### config.mk
export PLATFORM = sky130hd
export DESIGN_NAME = axi2wb_wr_top
export DESIGN_NICKNAME = d
export VERILOG_FILES = /design/src/axi2wb_pkg.sv /design/src/beat_if.sv /design/src/axi_wr_burst.sv /design/src/beat_fifo.sv /design/src/wb_wr_master.sv /design/src/axi2wb_wr_top.sv
export SDC_FILE = /design/constraint.sdc
export NUM_CORES = 1
export LEC_CHECK = 0
export ABC_AREA = 0
export BUFFER_PORTS_ARGS = -buffer_cell sky130_fd_sc_hd__buf_4
export CAP_MARGIN = 20
export CORE_MARGIN = 5
export CORE_UTILIZATION = 51
export DETAILED_ROUTE_END_ITERATION = 10
export PLACE_DENSITY = 0.65
export SLEW_MARGIN = 10
export SYNTH_ARGS = -nofsm -noshare
export SYNTH_HDL_FRONTEND = slang
export SYNTH_SLANG_ARGS = --single-unit
### constraint.sdc
create_clock -name S_AXI_ACLK -period 10 [get_ports S_AXI_ACLK]
set_input_delay 1.5 -clock S_AXI_ACLK [delete_from_list [all_inputs] [get_ports S_AXI_ACLK]]
set_output_delay 1.5 -clock S_AXI_ACLK [all_outputs]
set_load 0.05 [all_outputs]
### src/axi2wb_pkg.sv
// Widths, FIFO depth, AXI burst and response codes
// Byte-lane view of one data word
package axi2wb_pkg;

	////////////////////////////////////////////////////////////////////////////
	// Bus widths
	////////////////////////////////////////////////////////////////////////////
	localparam int ADDR_W	= 16;		// AXI byte address
	localparam int WB_AW	= ADDR_W - 2;	// Wishbone word address
	localparam int DATA_W	= 32;
	localparam int SEL_W	= DATA_W / 8;	// Byte lanes
	localparam int ID_W	= 4;

	// Beat FIFO holds 1<<LG_FIFO entries
	localparam int LG_FIFO	= 3;

	////////////////////////////////////////////////////////////////////////////
	// AXI codes
	////////////////////////////////////////////////////////////////////////////
	localparam logic [1:0] BURST_FIXED	= 2'b00;
	localparam logic [1:0] BURST_INCR	= 2'b01;
	localparam logic [1:0] BURST_WRAP	= 2'b10;

	localparam logic [1:0] RESP_OKAY	= 2'b00;
	localparam logic [1:0] RESP_SLVERR	= 2'b10;

	// One data word, seen whole or lane by lane
	typedef union packed
	{
		logic [DATA_W-1:0]		word;
		logic [SEL_W-1:0][7:0]	bytes;	// bytes[0] is the low lane
	} data_lane_u;

endpackage

### src/beat_if.sv
// One write beat on its way to Wishbone, with burst tags
// Modports for the producer, both FIFO sides and the consumer
`timescale 1ns/1ns

interface beat_if;
	import axi2wb_pkg::*;

	logic			valid;
	logic			ready;
	logic [WB_AW-1:0]	addr;	// Word address
	logic [DATA_W-1:0]	data;	// Already in Wishbone lane order
	logic [SEL_W-1:0]	sel;
	logic [ID_W-1:0]	id;	// AWID of the owning burst
	logic			last;	// Final beat by AWLEN

	// A beat moves when valid and ready are both high
	modport src (output valid, addr, data, sel, id, last,
		input ready);

	modport buf_in (input valid, addr, data, sel, id, last,
		output ready);

	modport buf_out (output valid, addr, data, sel, id, last,
		input ready);

	modport dst (input valid, addr, data, sel, id, last,
		output ready);

endinterface

### src/axi_wr_burst.sv
// AXI write burst front end: AW/W acceptance, beat address generation
// and little to big endian lane swap into the beat stream
`timescale 1ns/1ns

module axi_wr_burst (
	input	logic				S_AXI_ACLK,
	input	logic				S_AXI_ARESETN,
	// AW channel
	input	logic				i_awvalid,
	output	logic				o_awready,
	input	logic [axi2wb_pkg::ID_W-1:0]	i_awid,
	input	logic [axi2wb_pkg::ADDR_W-1:0]	i_awaddr,
	input	logic [7:0]			i_awlen,
	input	logic [1:0]			i_awburst,
	// W channel
	input	logic				i_wvalid,
	output	logic				o_wready,
	input	logic [axi2wb_pkg::DATA_W-1:0]	i_wdata,
	input	logic [axi2wb_pkg::SEL_W-1:0]	i_wstrb,
	// Beats toward the FIFO
	beat_if.src				beat
);
	import axi2wb_pkg::*;

	logic			busy;		// Burst accepted, beats pending
	logic [ID_W-1:0]	burst_id;
	logic [ADDR_W-1:0]	burst_addr;	// Address of the next beat
	logic [7:0]		burst_len;
	logic [1:0]		burst_type;
	logic [7:0]		beat_cnt;	// Beats left after this one

	logic			slot_free;
	logic			aw_fire, w_fire;
	logic [ADDR_W-1:0]	incr_addr, next_addr, wrap_mask;
	data_lane_u		wr_lane, wb_lane;
	logic [SEL_W-1:0]	wb_sel;

	assign slot_free = !beat.valid || beat.ready;	// Empty or drains now
	assign o_awready = !busy;
	assign o_wready  = busy && slot_free;
	assign aw_fire   = i_awvalid && o_awready;
	assign w_fire    = i_wvalid && o_wready;

	////////////////////////////////////////////////////////////////////////////
	// Next beat address
	////////////////////////////////////////////////////////////////////////////

	// Window of (len+1)*4 bytes, len is 1, 3, 7 or 15 for WRAP
	assign wrap_mask = {{(ADDR_W-10){1'b0}}, burst_len, 2'b11};

	always_comb
	begin
		incr_addr = burst_addr + ADDR_W'(4);
		case (burst_type)
		BURST_FIXED:	next_addr = burst_addr;
		BURST_WRAP:	next_addr = (burst_addr & ~wrap_mask)
					| (incr_addr & wrap_mask);
		default:	next_addr = incr_addr;	// INCR and reserved
		endcase
	end

	// Reverse lane order, AXI byte 0 lands on Wishbone lane 3
	always_comb
	begin
		wr_lane.word = i_wdata;
		for (int i = 0; i < SEL_W; i++)
		begin
			wb_lane.bytes[i] = wr_lane.bytes[SEL_W-1-i];
			wb_sel[i] = i_wstrb[SEL_W-1-i];
		end
	end

	////////////////////////////////////////////////////////////////////////////
	// Control
	////////////////////////////////////////////////////////////////////////////
	always_ff @(posedge S_AXI_ACLK)
	if (!S_AXI_ARESETN)
	begin
		busy <= 1'b0;
		beat.valid <= 1'b0;
	end else begin
		if (aw_fire)
			busy <= 1'b1;
		else if (w_fire && beat_cnt == 8'd0)
			busy <= 1'b0;		// Count ends the burst, not WLAST

		if (w_fire)
			beat.valid <= 1'b1;
		else if (beat.ready)
			beat.valid <= 1'b0;
	end

	// Burst registers
	always_ff @(posedge S_AXI_ACLK)
	if (aw_fire)
	begin
		burst_id   <= i_awid;
		burst_addr <= i_awaddr;
		burst_len  <= i_awlen;
		burst_type <= i_awburst;
		beat_cnt   <= i_awlen;
	end else if (w_fire)
	begin
		burst_addr <= next_addr;
		beat_cnt   <= beat_cnt - 8'd1;
	end

	// Output slot payload
	always_ff @(posedge S_AXI_ACLK)
	if (w_fire)
	begin
		beat.addr <= burst_addr[ADDR_W-1:2];
		beat.data <= wb_lane.word;
		beat.sel  <= wb_sel;
		beat.id   <= burst_id;
		beat.last <= (beat_cnt == 8'd0);
	end

endmodule

### src/beat_fifo.sv
// Show-ahead beat FIFO between the AXI front end and the Wishbone master
`timescale 1ns/1ns

module beat_fifo (
	input	logic	S_AXI_ACLK,
	input	logic	S_AXI_ARESETN,
	beat_if.buf_in	push,
	beat_if.buf_out	pop
);
	import axi2wb_pkg::*;

	// Storage, one array per beat field
	logic [WB_AW-1:0]	mem_addr [0:(1<<LG_FIFO)-1];
	logic [DATA_W-1:0]	mem_data [0:(1<<LG_FIFO)-1];
	logic [SEL_W-1:0]	mem_sel  [0:(1<<LG_FIFO)-1];
	logic [ID_W-1:0]	mem_id   [0:(1<<LG_FIFO)-1];
	logic			mem_last [0:(1<<LG_FIFO)-1];

	logic [LG_FIFO:0]	wr_ptr, rd_ptr;	// Top bit is the wrap bit
	logic			full, empty;
	logic			do_push, do_pop;

	assign empty = (wr_ptr == rd_ptr);
	assign full  = (wr_ptr[LG_FIFO] != rd_ptr[LG_FIFO])
		&& (wr_ptr[LG_FIFO-1:0] == rd_ptr[LG_FIFO-1:0]);

	assign push.ready = !full;
	assign do_push = push.valid && !full;
	assign do_pop  = pop.ready && !empty;

	always_ff @(posedge S_AXI_ACLK)
	if (!S_AXI_ARESETN)
	begin
		wr_ptr <= '0;
		rd_ptr <= '0;
	end else begin
		if (do_push)
			wr_ptr <= wr_ptr + 1'b1;
		if (do_pop)
			rd_ptr <= rd_ptr + 1'b1;
	end

	always_ff @(posedge S_AXI_ACLK)
	if (do_push)
	begin
		mem_addr[wr_ptr[LG_FIFO-1:0]] <= push.addr;
		mem_data[wr_ptr[LG_FIFO-1:0]] <= push.data;
		mem_sel[wr_ptr[LG_FIFO-1:0]]  <= push.sel;
		mem_id[wr_ptr[LG_FIFO-1:0]]   <= push.id;
		mem_last[wr_ptr[LG_FIFO-1:0]] <= push.last;
	end

	// Head entry is always on the output
	assign pop.valid = !empty;
	assign pop.addr  = mem_addr[rd_ptr[LG_FIFO-1:0]];
	assign pop.data  = mem_data[rd_ptr[LG_FIFO-1:0]];
	assign pop.sel   = mem_sel[rd_ptr[LG_FIFO-1:0]];
	assign pop.id    = mem_id[rd_ptr[LG_FIFO-1:0]];
	assign pop.last  = mem_last[rd_ptr[LG_FIFO-1:0]];

endmodule

### src/wb_wr_master.sv
// Pipelined Wishbone write master fed from the beat FIFO
// Ack counting, error drain and the single AXI B response register
`timescale 1ns/1ns

module wb_wr_master (
	input	logic				S_AXI_ACLK,
	input	logic				S_AXI_ARESETN,
	beat_if.dst				beat,
	// Wishbone
	output	logic				o_wb_cyc,
	output	logic				o_wb_stb,
	output	logic [axi2wb_pkg::WB_AW-1:0]	o_wb_addr,
	output	logic [axi2wb_pkg::DATA_W-1:0]	o_wb_data,
	output	logic [axi2wb_pkg::SEL_W-1:0]	o_wb_sel,
	input	logic				i_wb_stall,
	input	logic				i_wb_ack,
	input	logic				i_wb_err,
	// AXI B channel
	output	logic				o_bvalid,
	input	logic				i_bready,
	output	logic [axi2wb_pkg::ID_W-1:0]	o_bid,
	output	logic [1:0]			o_bresp
);
	import axi2wb_pkg::*;

	logic [8:0]	ack_cnt;	// Issued beats not yet acked, up to 256
	logic [8:0]	ack_cnt_next;
	logic		last_issued;	// Burst's last beat has left the FIFO
	logic		err_flag;	// Sticky, puts the burst in drain mode

	logic		stb_free;
	logic		wb_fail, ack_in;
	logic		issue, drain_pop;
	logic		burst_done, b_fire;

	assign stb_free = !o_wb_stb || !i_wb_stall;
	assign wb_fail  = o_wb_cyc && i_wb_err;
	assign ack_in   = o_wb_cyc && i_wb_ack;	// Acks outside cyc are stale
	assign b_fire   = o_bvalid && i_bready;

	// New strobe only between bursts' responses and outside error mode
	assign issue = beat.valid && stb_free && !o_bvalid
		&& !last_issued && !err_flag && !wb_fail;

	// Rest of an errored burst leaves the FIFO without strobes
	assign drain_pop = beat.valid && err_flag && !last_issued;

	assign beat.ready = issue || drain_pop;

	always_comb
	begin
		if (wb_fail)
			ack_cnt_next = 9'd0;
		else
			ack_cnt_next = ack_cnt + {8'd0, issue} - {8'd0, ack_in};
	end

	// Errored bursts finish once drained, clean ones on the final ack
	assign burst_done = last_issued && !o_bvalid
		&& (err_flag || (!wb_fail && ack_cnt_next == 9'd0));

	////////////////////////////////////////////////////////////////////////////
	// Bus cycle
	////////////////////////////////////////////////////////////////////////////
	always_ff @(posedge S_AXI_ACLK)
	if (!S_AXI_ARESETN)
	begin
		o_wb_cyc <= 1'b0;
		o_wb_stb <= 1'b0;
		ack_cnt  <= 9'd0;
	end else begin
		ack_cnt  <= ack_cnt_next;
		o_wb_cyc <= !wb_fail && (ack_cnt_next != 9'd0);

		if (wb_fail)
			o_wb_stb <= 1'b0;	// Error ends the cycle
		else if (stb_free)
			o_wb_stb <= issue;
	end

	// Request payload, held while stalled
	always_ff @(posedge S_AXI_ACLK)
	if (issue)
	begin
		o_wb_addr <= beat.addr;
		o_wb_data <= beat.data;
		o_wb_sel  <= beat.sel;
	end

	////////////////////////////////////////////////////////////////////////////
	// Burst tracking and response
	////////////////////////////////////////////////////////////////////////////
	always_ff @(posedge S_AXI_ACLK)
	if (!S_AXI_ARESETN)
	begin
		last_issued <= 1'b0;
		err_flag    <= 1'b0;
		o_bvalid    <= 1'b0;
	end else begin
		if (b_fire)
		begin
			last_issued <= 1'b0;
			err_flag    <= 1'b0;
		end else begin
			if ((issue || drain_pop) && beat.last)
				last_issued <= 1'b1;
			if (wb_fail)
				err_flag <= 1'b1;
		end

		if (burst_done)
			o_bvalid <= 1'b1;
		else if (i_bready)
			o_bvalid <= 1'b0;
	end

	// ID follows each popped beat, frozen while the response waits
	always_ff @(posedge S_AXI_ACLK)
	if (issue || drain_pop)
		o_bid <= beat.id;

	always_ff @(posedge S_AXI_ACLK)
	if (burst_done)
		o_bresp <= err_flag ? RESP_SLVERR : RESP_OKAY;

endmodule

### src/axi2wb_wr_top.sv
// AXI4 write channels to pipelined Wishbone write bridge, top level
// Front end, beat FIFO and Wishbone master joined by two beat streams
`timescale 1ns/1ns

module axi2wb_wr_top (
	input	logic				S_AXI_ACLK,
	input	logic				S_AXI_ARESETN,
	// AW
	input	logic				i_awvalid,
	output	logic				o_awready,
	input	logic [axi2wb_pkg::ID_W-1:0]	i_awid,
	input	logic [axi2wb_pkg::ADDR_W-1:0]	i_awaddr,
	input	logic [7:0]			i_awlen,
	input	logic [1:0]			i_awburst,
	// W
	input	logic				i_wvalid,
	output	logic				o_wready,
	input	logic [axi2wb_pkg::DATA_W-1:0]	i_wdata,
	input	logic [axi2wb_pkg::SEL_W-1:0]	i_wstrb,
	input	logic				i_wlast,	// Beat count comes from AWLEN
	// B
	output	logic				o_bvalid,
	input	logic				i_bready,
	output	logic [axi2wb_pkg::ID_W-1:0]	o_bid,
	output	logic [1:0]			o_bresp,
	// Wishbone
	output	logic				o_wb_cyc,
	output	logic				o_wb_stb,
	output	logic [axi2wb_pkg::WB_AW-1:0]	o_wb_addr,
	output	logic [axi2wb_pkg::DATA_W-1:0]	o_wb_data,
	output	logic [axi2wb_pkg::SEL_W-1:0]	o_wb_sel,
	input	logic				i_wb_stall,
	input	logic				i_wb_ack,
	input	logic				i_wb_err
);

	beat_if prod_beat();	// Front end to FIFO
	beat_if cons_beat();	// FIFO to Wishbone master

	axi_wr_burst u_burst (
		.S_AXI_ACLK	(S_AXI_ACLK),
		.S_AXI_ARESETN	(S_AXI_ARESETN),
		.i_awvalid	(i_awvalid),
		.o_awready	(o_awready),
		.i_awid		(i_awid),
		.i_awaddr	(i_awaddr),
		.i_awlen	(i_awlen),
		.i_awburst	(i_awburst),
		.i_wvalid	(i_wvalid),
		.o_wready	(o_wready),
		.i_wdata	(i_wdata),
		.i_wstrb	(i_wstrb),
		.beat		(prod_beat)
	);

	beat_fifo u_fifo (
		.S_AXI_ACLK	(S_AXI_ACLK),
		.S_AXI_ARESETN	(S_AXI_ARESETN),
		.push		(prod_beat),
		.pop		(cons_beat)
	);

	wb_wr_master u_master (
		.S_AXI_ACLK	(S_AXI_ACLK),
		.S_AXI_ARESETN	(S_AXI_ARESETN),
		.beat		(cons_beat),
		.o_wb_cyc	(o_wb_cyc),
		.o_wb_stb	(o_wb_stb),
		.o_wb_addr	(o_wb_addr),
		.o_wb_data	(o_wb_data),
		.o_wb_sel	(o_wb_sel),
		.i_wb_stall	(i_wb_stall),
		.i_wb_ack	(i_wb_ack),
		.i_wb_err	(i_wb_err),
		.o_bvalid	(o_bvalid),
		.i_bready	(i_bready),
		.o_bid		(o_bid),
		.o_bresp	(o_bresp)
	);

endmodule

## Word level (Yosys, flattened, before mapping)

Memory sizes are Yosys's and may differ from the RTL's. A register that Yosys moved wholly into a read port is not among the register bits.
Index checks and enable logic that the tools add are counted.

- Output and inout port bits: 61
- Input bits: 75
- Logic and storage cells: 106
- Memory bits (writable): 440
- Memories kept: 5
- Register bits: 119

Memory list:

| memory | words | width | rd ports | clocked after Yosys merged registers in | write ports | line | text |
|---|---|---|---|---|---|---|---|
| u_fifo.mem_data | 8 | 32 | 1 | 1 | 1 | beat_fifo.sv:14 | `logic [DATA_W-1:0] mem_data [0:(1<<LG_FIFO)-1];` |
| u_fifo.mem_addr | 8 | 14 | 1 | 1 | 1 | beat_fifo.sv:13 | `logic [WB_AW-1:0] mem_addr [0:(1<<LG_FIFO)-1];` |
| u_fifo.mem_id | 8 | 4 | 1 | 1 | 1 | beat_fifo.sv:16 | `logic [ID_W-1:0] mem_id [0:(1<<LG_FIFO)-1];` |
| u_fifo.mem_sel | 8 | 4 | 1 | 1 | 1 | beat_fifo.sv:15 | `logic [SEL_W-1:0] mem_sel [0:(1<<LG_FIFO)-1];` |
| u_fifo.mem_last | 8 | 1 | 1 | 1 | 1 | beat_fifo.sv:17 | `logic mem_last [0:(1<<LG_FIFO)-1];` |

- $add $sub $neg: 6
- Bitwise operators: 5
- Equality and inequality tests: 6
- Multiplexer cells: 17
- Reductions and logical operators: 46

Operators by type and width:

| operator | number |
|---|---|
| $mux W16 | 2 |
| $pmux W16 S2 | 1 |
| $logic_and A1 B1 Y1 | 22 |
| $add A16 B3 Y16 const B | 1 |
| $and A16 B10 Y16 | 1 |
| $and A16 B16 Y16 | 1 |
| $mux W8 | 2 |
| $not A10 Y16 | 1 |
| $or A16 B16 Y16 | 1 |
| $logic_not A1 Y1 | 10 |
| $add A9 B1 Y9 | 1 |
| $logic_not A9 Y1 | 1 |
| $mux W9 | 1 |
| $reduce_bool A9 Y1 | 1 |
| $sub A9 B1 Y9 | 1 |
| $add A4 B1 Y4 const B | 2 |
| $logic_not A8 Y1 | 1 |
| $mux W1 | 8 |
| $sub A8 B1 Y8 const B | 1 |
| $mux W3 | 2 |
| $reduce_bool A2 Y1 | 3 |
| $eq A4 B4 Y1 | 1 |
| $logic_or A1 B1 Y1 | 4 |
| $reduce_or A2 Y1 | 2 |
| 9 further kinds | 9 |

## Depth between registers and ports, before layout

Gate-level depths: netlist of run 1.

- Depth in word-level cells: 15
- Gate-level depth with buffers: 12

## Modules after synthesis

Synthesis of run 1 repeated with hierarchy kept, for this count alone.

- Cells, all modules: 1,106
- Area, all modules: 23,339.9 sq um

Modules (own cells, without submodules):

| module | instances | area an instance (sq um) | cells an instance |
|---|---|---|---|
| beat_fifo | 1 | 17,246.5 | 720 |
| axi_wr_burst | 1 | 3,515.9 | 223 |
| wb_wr_master | 1 | 2,577.5 | 163 |

## Worst setup path after synthesis of run 1

Ideal clock, no wire load.

- Path type: reg-to-reg
- Start: reg u_fifo.wr_ptr[1]
- End: mem u_fifo.mem_addr[0][0] (netlist name), enable pin
- Setup slack: 4.652 ns
- Period minus slack after synthesis: 5.348 ns
- Path buffers: 0
- Setup time: 0.535 ns
- Data required time: 9.465 ns
- Stages on the path, launching flop included: 5
- Arrival time: 4.812 ns
- Path through: dfxtp_1 > xnor2_1 > a41oi_4 > nand2_1 > nor3_1

- Cells in the longest elaborated chain, start to end: 6

Ends and longest elaborated chain:

| element | line | text |
|---|---|---|
| from (decl) | beat_fifo.sv:19 | `logic [LG_FIFO:0] wr_ptr, rd_ptr;` |
| from (signal assigned) | beat_fifo.sv:38 | `wr_ptr <= wr_ptr + 1'b1;` |
| $eq A3 B3 Y1 | beat_fifo.sv:25 | `&& (wr_ptr[LG_FIFO-1:0] == rd_ptr[LG_FIFO-1:0]);` |
| $logic_and A1 B1 Y1 | beat_fifo.sv:25 |  |
| $logic_not A1 Y1 | beat_fifo.sv:28 | `assign do_push = push.valid && !full;` |
| $logic_and A1 B1 Y1 | beat_fifo.sv:28 |  |
| $mux W1 | beat_fifo.sv:44 | `if (do_push)` |
| $mux W1 (implied by the code) | beat_fifo.sv:46 | `mem_addr[wr_ptr[LG_FIFO-1:0]] <= push.addr;` |
| to (decl) | beat_fifo.sv:13 |  |

Parallel ways exist; a longest one is shown, timed or not.

## Worst setup path after layout of run 1

- Start: reg u_fifo.rd_ptr[1]
- End: out o_wready

- Cells in the longest elaborated chain, start to end: 5

Ends and longest elaborated chain:

| element | line | text |
|---|---|---|
| from (decl) | beat_fifo.sv:19 |  |
| from (signal assigned) | beat_fifo.sv:40 | `rd_ptr <= rd_ptr + 1'b1;` |
| $eq A3 B3 Y1 | beat_fifo.sv:25 |  |
| $logic_and A1 B1 Y1 | beat_fifo.sv:25 |  |
| $logic_not A1 Y1 | beat_fifo.sv:27 | `assign push.ready = !full;` |
| $logic_or A1 B1 Y1 | axi_wr_burst.sv:38 | `assign slot_free = !beat.valid \|\| beat.ready;` |
| $logic_and A1 B1 Y1 | axi_wr_burst.sv:40 | `assign o_wready = busy && slot_free;` |
| to (decl) | axi2wb_wr_top.sv:17 | `output logic o_wready,` |

No other way between the ends.

==> flow_summary.ini, run 1 <==
[status]
status = finished, final reports clean

[power]
pwr-share-comb_pct = 17.2
cellLeakagePower_uw = 0.008727
peakVddDrop_mv = 0.1400
clock_power_share_pct = 35.2
swShare_pct = 25.30
p_int_uw = 4838
p_per_area_nw_per_um2 = 240.9
p_switching_uw = 1639
power.share.sequential_pct = 47.6

[floorplanning]
start_util_pct = 51.29
core_area_um2 = 45190
pin_count = 136
die_x_um = 223.2
dieArea_um2 = 49800
fp.dieH_um = 223.2
rows = 78

[sta]
relSlewSlack_pct = 28.57
worst_pin_slew_ns = 1.071
setup_violations = 0
slew_viol_final = 0
clock.fmax_ghz = 0.2430
tns_ns = 0
fin_crit_ns = 4.115
holdWs_ns = 0.4282
hold_violations = 0
finClkSkew_ns = 0.01427
grt_setup_unrepaired = false
post-route-period-util_pct = 41.15

[synthesis]
synth_area_um2 = 23170
synth_top_area_share_pct = 75.93
syn_inst = 1090
ys.flop_type = edfxtp_1
ys_warn_count = 0
ys_types = 58
synth-seq-cells = 613
ys_async_sr_fraction_pct = 0
yosysSeqAreaShare_pct = 78.26
postSynthAreaPerCell_um2 = 21.26
synth_top_cell_by_area = edfxtp_1
synthTopCellsByArea = edfxtp_1, mux4_2, mux2_2
synth_edf_count = 586
syn-num-nets = 1180

[finish]
layout_common_cells = edfxtp_1, buf_4, mux4_2, clkbuf_16, mux2_2
n_antenna_cell = 0
areaGrowthSynthToFinish_pct = 16.02
drive_gt1_share_pct = 32.47
layout_commonest_cell = edfxtp_1
nets = 1347

[setup_path]
crit_family = flip-flops
path_depth = 4
critPathKind = reg2out
start_kind = flip-flop
critPathSlowestCell = dfxtp_4
worst-path-buf-inv = 1
path_max_fanout = 54
endpoint_kind = primary output
slowest_delay_ns = 0.94
r2r_cells = 11
arrival_ns = 2.61
cp_cell_sequence = xnor2_1 -> and3_1 -> a31oi_2 -> buf_4
cp.required_ns = 8.50

[drt]
drc_errors = 0
drt_iter0_drc = 825
wire_per_inst_um = 22.42
vias = 10430
firstDrtPassIters = 5
totalWireLength_mm = 42.72
routed_via_density = 5.473
antenna_left = 0

[clocking]
clk_pin_slew_ns = 0.06
clockRootBuffer = clkbuf_16
ctsResizeCount = 0
cts_made_buffers = 60
postCtsSetupBuffers = 0
hold_buffers = 0
clk_latency_ns = 0.61
cts.htree.levels = 2
cts_tree = built
clk_path_buf_depth = 3
cts_sinks = 613

[grt]
grt_max_degree = 60
grt_overflow_total = 0
grtUsageTotal_pct = 17.36
grt_pass1_vias = 11020
antenna_found_initial = 0
grt_pass1_wl_mm = 66.07

[job]
maxCapViolCount = 0

[placement]
hpwl_mm = 22.71
port_buffers = 131
place.gp.congestion = 0.7491

[min_path]
hold_path_class = reg2reg
whs_path_depth = 0
## flip-flops by register name, summed over array words and instances, names as in the netlist, 9 cells and up, named ones only
| register | flops |
|---|---|
| u_fifo.mem_data | 256 |
| u_fifo.mem_addr | 112 |
| u_burst.beat.data | 32 |
| u_fifo.mem_id | 32 |
| u_fifo.mem_sel | 32 |
| u_master.o_wb_data | 32 |
| u_burst.beat.addr | 14 |
| u_master.o_wb_addr | 14 |
| u_master.ack_cnt | 9 |
## through the flow
| step | worst slack, ns | total power (uW) | instances | util, % | area [um^2] |
|---|---|---|---|---|---|
| after global routing | 5.672 | 6763 | 1906 | 59.50 | 26890 |
| after CTS | 5.793 | 6560 | 1906 | 59.50 | 26890 |
| after global placement | 5.628 | 4268 | 1795 | 55.06 | 24880 |
| final | 5.885 | 6477 | 1906 | 59.50 | 26890 |
| after floorplan | 4.652 | 3994 | 1090 | - | 23170 |
| after detailed placement | 5.665 | 4275 | 1795 | 55.06 | 24880 |
## kinds of logic after synthesis
family / Yosys count / synth area share, %
adders and majority gates: 15 / 0.8423
other: 1 / 0.01618
AOI/OAI and AO/OA: 80 / 2.268
muxes: 168 / 13.49
buffers and inverters: 63 / 1.285
DFF: 613 / 78.26
and+or+nand+nor: 115 / 2.478
xor gates and xnor gates: 35 / 1.355
## final timing paths
path / start / to / slack, ns
worst max-delay path: u_fifo.rd_ptr[1] / o_wready / 5.89
worst min-delay path: u_burst.burst_id[0] / u_burst.beat.id[0] / 0.43
worst max register to register: u_fifo.rd_ptr[1] / u_master.o_bresp[1] / 5.98
worst min register to register: u_burst.burst_id[0] / u_burst.beat.id[0] / 0.43
## metal layers
| layer | vias to the layer above | GRT usage, % | routed length, um |
|---|---|---|---|
| li1 | 4744 | - | - |
| met1 | 5378 | 24.35 | 18420 |
| met2 | 253 | 28.51 | 21220 |
| met3 | 57 | 3.092 | 2179 |
| met4 | 0 | 4.921 | 901 |
| met5 | - | 0 | 0 |
## worst reg2reg max path: stages (launching register included)
cell and delay [ns]:
dfxtp_4 0.94, xnor2_1 0.33, a41oi_2 0.21, and3b_4 0.23
ha_1 0.23, fa_1 0.46, a211oi_2 0.24, o21bai_1 0.15
o41ai_2 0.25, xnor2_1 0.18, nand4_1 0.19, o31ai_1 0.32
## cells in the mapped netlist, types with 2 or more instances
| master | instances |
|---|---|
| buf_1 | 8 |
| dfxtp_1 | 27 |
| and3_1 | 8 |
| nor4b_1 | 2 |
| o21ai_1 | 8 |
| o21ai_0 | 29 |
| buf_4 | 10 |
| nor2b_1 | 3 |
| clkbuf_1 | 16 |
| nor2_1 | 26 |
| inv_1 | 19 |
| edfxtp_1 | 586 |
| mux2_2 | 55 |
| o31ai_1 | 2 |
| nand2b_1 | 2 |
| a21o_1 | 4 |
| a211oi_2 | 2 |
| o21bai_1 | 3 |
| and2_1 | 7 |
| mux2i_1 | 3 |
| ha_1 | 14 |
| xor2_1 | 13 |
| buf_2 | 6 |
| nand2_1 | 42 |
| nor3_1 | 6 |
| xnor2_1 | 21 |
| a21oi_1 | 18 |
| mux4_2 | 110 |
| nand3_1 | 9 |
| o21a_1 | 2 |
| buf_6 | 2 |
## power groups by stage
stage / clock, uW / sequential [uW] / combinational, uW
after floorplan: 0 / 3250 / 745
after global placement: 0 / 3140 / 1130
after detailed placement: 0 / 3140 / 1130
after CTS: 2330 / 3090 / 1140
after global routing: 2450 / 3100 / 1210
final: 2280 / 3080 / 1120
## area by class of cell
cell class | instances | area [um^2]
clock buffers | 76 | 1604
clock inverters | 35 | 405.4
fillers | 3218 | 18300
inverters | 20 | 76.32
multi-input cells | 414 | 4791
flip-flops and latches | 613 | 18150
well taps | 600 | 750.7
repair buffers | 148 | 1111
(Power assumes the default switching activity.)
==> inputs of run 2 (changes only) <==
==> constraint.sdc (replaced) <==
create_clock -name S_AXI_ACLK -period 3.9 [get_ports S_AXI_ACLK]
set_input_delay 0.585 -clock S_AXI_ACLK [delete_from_list [all_inputs] [get_ports S_AXI_ACLK]]
set_output_delay 0.585 -clock S_AXI_ACLK [all_outputs]
set_load 0.05 [all_outputs]
==> run 2 against run 1 <==
Effect of this change: via count rose by 1.5%; critical path depth rose by 7; global-route usage rose by 0.53 points; total power rose to 2.5 times the previous value; sequential share of layout area barely moved; setup slack got worse by 5.5 ns; cell count rose by 0.31%; first-iteration DRC count fell by 13%.
==> flow_summary.ini, run 2 (synthesis results as in run 1) <==
[sta]
fin_crit_ns = 3.549
finClkSkew_ns = 0.01389
relSlewSlack_pct = 26.86
holdWs_ns = 0.1532
setup_violations = 0
hold_violations = 0
clock.fmax_ghz = 0.2818
post-route-period-util_pct = 91.00
slew_viol_final = 0
worst_pin_slew_ns = 1.097
grt_setup_unrepaired = false

[finish]
drive_gt1_share_pct = 32.32
layout_commonest_cell = edfxtp_1
layout_common_cells = edfxtp_1, buf_4, mux4_2, clkbuf_16, mux2_2
n_antenna_cell = 0
areaGrowthSynthToFinish_pct = 16.06
largest_reg_flops = 256
nets = 1353
utilization_pct = 59.53

[grt]
grt_max_degree = 112
antenna_found_initial = 0
grtUsageTotal_pct = 17.89
grt_pass1_vias = 11340
grt_overflow_total = 0
grt_pass1_wl_mm = 68.19

[clocking]
cts_sinks = 613
clockRootBuffer = clkbuf_16
cts_made_buffers = 60
clk_pin_slew_ns = 0.06
clk_latency_ns = 0.60
ctsResizeCount = 0
clk_path_buf_depth = 3
postCtsSetupBuffers = 0
cts_tree = built
cts.htree.levels = 2
hold_buffers = 0

[setup_path]
start_kind = flip-flop
critPathKind = reg2reg
cp.required_ns = 4.20
arrival_ns = 3.84
path_max_fanout = 8
r2r_cells = 11
endpoint_kind = flip-flop

[drt]
drt_iter0_drc = 721
vias = 10590
totalWireLength_mm = 44.07
firstDrtPassIters = 5
drc_errors = 0
wire_per_inst_um = 23.05
antenna_left = 0
routed_via_density = 5.537

[placement]
hpwl_mm = 23.30
place.gp.congestion = 0.7463
port_buffers = 131

[floorplanning]
die_x_um = 223.2
pin_count = 136
fp.dieH_um = 223.2
core_area_um2 = 45190
rows = 78
dieArea_um2 = 49800
start_util_pct = 51.29

[power]
p_per_area_nw_per_um2 = 606.0
peakVddDrop_mv = 0.3341
cellLeakagePower_uw = 0.008700

[status]
status = finished, final reports clean

[job]
maxCapViolCount = 0

[min_path]
whs_path_depth = 1
hold_path_class = in2reg
## run 2: worst paths after layout
path | endpoint | start | slack, ns
worst max register to register | u_master.o_bresp[1] | u_fifo.wr_ptr[1] | 0.35
worst min register to register | u_burst.beat.id[2] | u_burst.burst_id[2] | 0.42
worst max-delay path | u_master.o_bresp[1] | u_fifo.wr_ptr[1] | 0.35
worst min-delay path | u_burst.beat.data[16] | i_wdata[8] | 0.15
## run 2: power by group
group | internal (uW) | total, uW | switching, uW
registers | 7590 | 7780 | 191
logic | 1340 | 3020 | 1690
clock network | 3190 | 5500 | 2310
total | 12100 | 16300 | 4180
## run 2: final cells by class
cell class	count	area, um^2
Clock buffer	80	1598
Clock inverter	31	276.5
Fill cell	3218	18290
Multi-Input combinational cell	414	4803
Inverter	20	76.32
Timing Repair Buffer	154	1244
Sequential cell	613	18150
Tap cell	600	750.7
## run 2: worst max-delay path, stage by stage, from the launching register on
cell	delay (ns)
dfxtp_1	0.56
xnor2_1	0.28
a41oi_2	0.21
and3b_4	0.23
ha_1	0.23
fa_1	0.45
a211oi_2	0.24
o21bai_1	0.17
o41ai_2	0.25
xnor2_1	0.18
nand4_1	0.16
o31ai_1	0.29
## run 2: routing by layer
metal	up-vias	wire [um]	global-route usage (%)
li1	4769	-	-
met1	5503	18980	24.82
met2	253	22200	30.22
met3	62	2133	2.895
met4	0	755	4.387
met5	-	0	0.09775
## run 2: per-stage QoR
step,area [um^2],std cells,total power (uW),setup slack [ns],setup TNS (ns)
finish,26900,1912,16300,0.3511,0
global route,26900,1912,17010,0.1077,0
CTS,26900,1912,16510,0.3327,0
detailed placement,25020,1801,11000,0.3318,0
global placement,25020,1801,10960,0.3990,0
floorplan,23190,1090,10240,-0.01327,-2.158
==> inputs of run 3 (changes only) <==
--- a/config.mk
+++ b/config.mk
@@ -9,9 +9,10 @@
 export BUFFER_PORTS_ARGS = -buffer_cell sky130_fd_sc_hd__buf_4
 export CAP_MARGIN = 20
 export CORE_MARGIN = 5
-export CORE_UTILIZATION = 51
+export CORE_UTILIZATION = 60
+export CTS_CLUSTER_SIZE = 40
 export DETAILED_ROUTE_END_ITERATION = 10
-export PLACE_DENSITY = 0.65
+export PLACE_DENSITY = 0.75
 export SLEW_MARGIN = 10
 export SYNTH_ARGS = -nofsm -noshare
 export SYNTH_HDL_FRONTEND = slang
==> run 3 against run 2 <==
Effect of this change: cell area down 0.51%; die area down 14%; first-iteration DRC count grew 24%; register-to-register slack is essentially flat; global-route usage grew 3.0 points; sequential power hardly changed; clock power barely moved; routed wire length is 1.6% lower; non-clock buffer count did not move; critical endpoint unchanged; clock skew grew 0.0011 ns.
==> flow_summary.ini, run 3 (synthesis results as in run 1) <==
[sta]
slew_viol_final = 0
hold_violations = 0
grt_setup_unrepaired = false
post-route-period-util_pct = 90.75
finClkSkew_ns = 0.01502
fin_crit_ns = 3.539
finalWorstSetupSlack_ns = 0.3609
worst_pin_slew_ns = 1.131
clock.fmax_ghz = 0.2826
relSlewSlack_pct = 24.59
setup_violations = 0

[clocking]
cts_made_buffers = 58
cts_tree = built
cts.htree.levels = 2
clk_pin_slew_ns = 0.06
postCtsSetupBuffers = 0
clockRootBuffer = clkbuf_16
hold_buffers = 0
clk_latency_ns = 0.60
clk_path_buf_depth = 3
ctsResizeCount = 0
cts_sinks = 613

[grt]
grt_pass1_vias = 11200
grt_overflow_total = 0
grt_pass1_wl_mm = 66.67
grt_max_degree = 112
grtUsageTotal_pct = 20.94
antenna_found_initial = 0

[drt]
wire_per_inst_um = 23.80
drt_iter0_drc = 891
firstDrtPassIters = 5
antenna_left = 0
drc_errors = 0
vias = 10700
routed_via_density = 5.872
totalWireLength_mm = 43.36

[setup_path]
path_max_fanout = 8
critPathKind = reg2reg
arrival_ns = 3.82
endpoint_kind = flip-flop
cp.required_ns = 4.18
start_kind = flip-flop

[finish]
stdcell_count = 1822
seq_area_um2 = 18150
utilization_pct = 69.56
layout_common_cells = edfxtp_1, buf_4, mux4_2, clkbuf_16, mux2_2
layout_commonest_cell = edfxtp_1
drive_gt1_share_pct = 32.52
nets = 1351
largest_reg_flops = 256
fillers = 2293
multi_input_area_um2 = 4803
n_antenna_cell = 0
areaGrowthSynthToFinish_pct = 15.47

[placement]
hpwl_mm = 22.62
port_buffers = 131
dp.cells = 1719
dp_slack_ns = 0.3671
place.gp.congestion = 0.8254

[floorplanning]
start_util_pct = 60.25
core_area_um2 = 38470
rows = 72
die_x_um = 206.5
fp.dieH_um = 206.5
pin_count = 136
dieArea_um2 = 42650

[job]
maxCapViolCount = 0

[min_path]
hold_path_class = in2reg

[power]
peakVddDrop_mv = 0.5481
cellLeakagePower_uw = 0.008694
p_per_area_nw_per_um2 = 608.6

[status]
status = finished, final reports clean
[run 3: critical path, stage by stage, from the launching register on]
cell and delay (ns):
dfxtp_1 0.42, xnor2_1 0.42, a41oi_2 0.21, and3b_4 0.22
ha_1 0.23, fa_1 0.45, a211oi_2 0.24, o21bai_1 0.17
o41ai_2 0.26, xnor2_1 0.18, nand4_1 0.15, o31ai_1 0.29
[run 3: final cells by class]
| class | instances | share of cell area, % |
|---|---|---|
| Clock buffer | 73 | 5.714 |
| Tap cell | 518 | 2.422 |
| Clock inverter | 30 | 1.206 |
| Multi-Input combinational cell | 414 | 17.95 |
| Inverter | 20 | 0.2852 |
| Timing Repair Buffer | 154 | 4.601 |
| Sequential cell | 613 | 67.82 |
[run 3: where the power goes]
group,internal (uW),switching (uW)
clock network,3220,2290
registers,7590,186
logic,1340,1660
total,12100,4140
[run 3: through the flow]
step | hold WS (ns) | TNS (ns) | power [uW] | area, um^2
3_3_place_gp | 0.4091 | 0 | 10910 | 24910
4_1_cts | 0.1241 | 0 | 16440 | 26760
2_1_floorplan | 0.4003 | -2.158 | 10240 | 23190
5_1_grt | 0.1259 | 0 | 16970 | 26760
6_report | 0.1545 | 0 | 16290 | 26760
3_5_place_dp | 0.4045 | 0 | 10960 | 24910
[run 3: per-layer routing]
layer / track usage [%] / wire length, um / up-vias
li1: - / - / 4756
met1: 29.70 / 17900 / 5555
met2: 34.97 / 22070 / 340
met3: 4.156 / 2849 / 48
met4: 4.087 / 538 / 0
met5: 0 / 0 / -
[run 3: final timing paths]
kind | end | cells after the start | start | slack [ns]
max | u_master.o_bresp[1] | 11 | u_fifo.wr_ptr[1] | 0.36
min | u_burst.beat.data[30] | 1 | i_wdata[6] | 0.15
max reg2reg | u_master.o_bresp[1] | 11 | u_fifo.wr_ptr[1] | 0.36
min reg2reg | u_burst.beat.id[2] | 0 | u_burst.burst_id[2] | 0.42
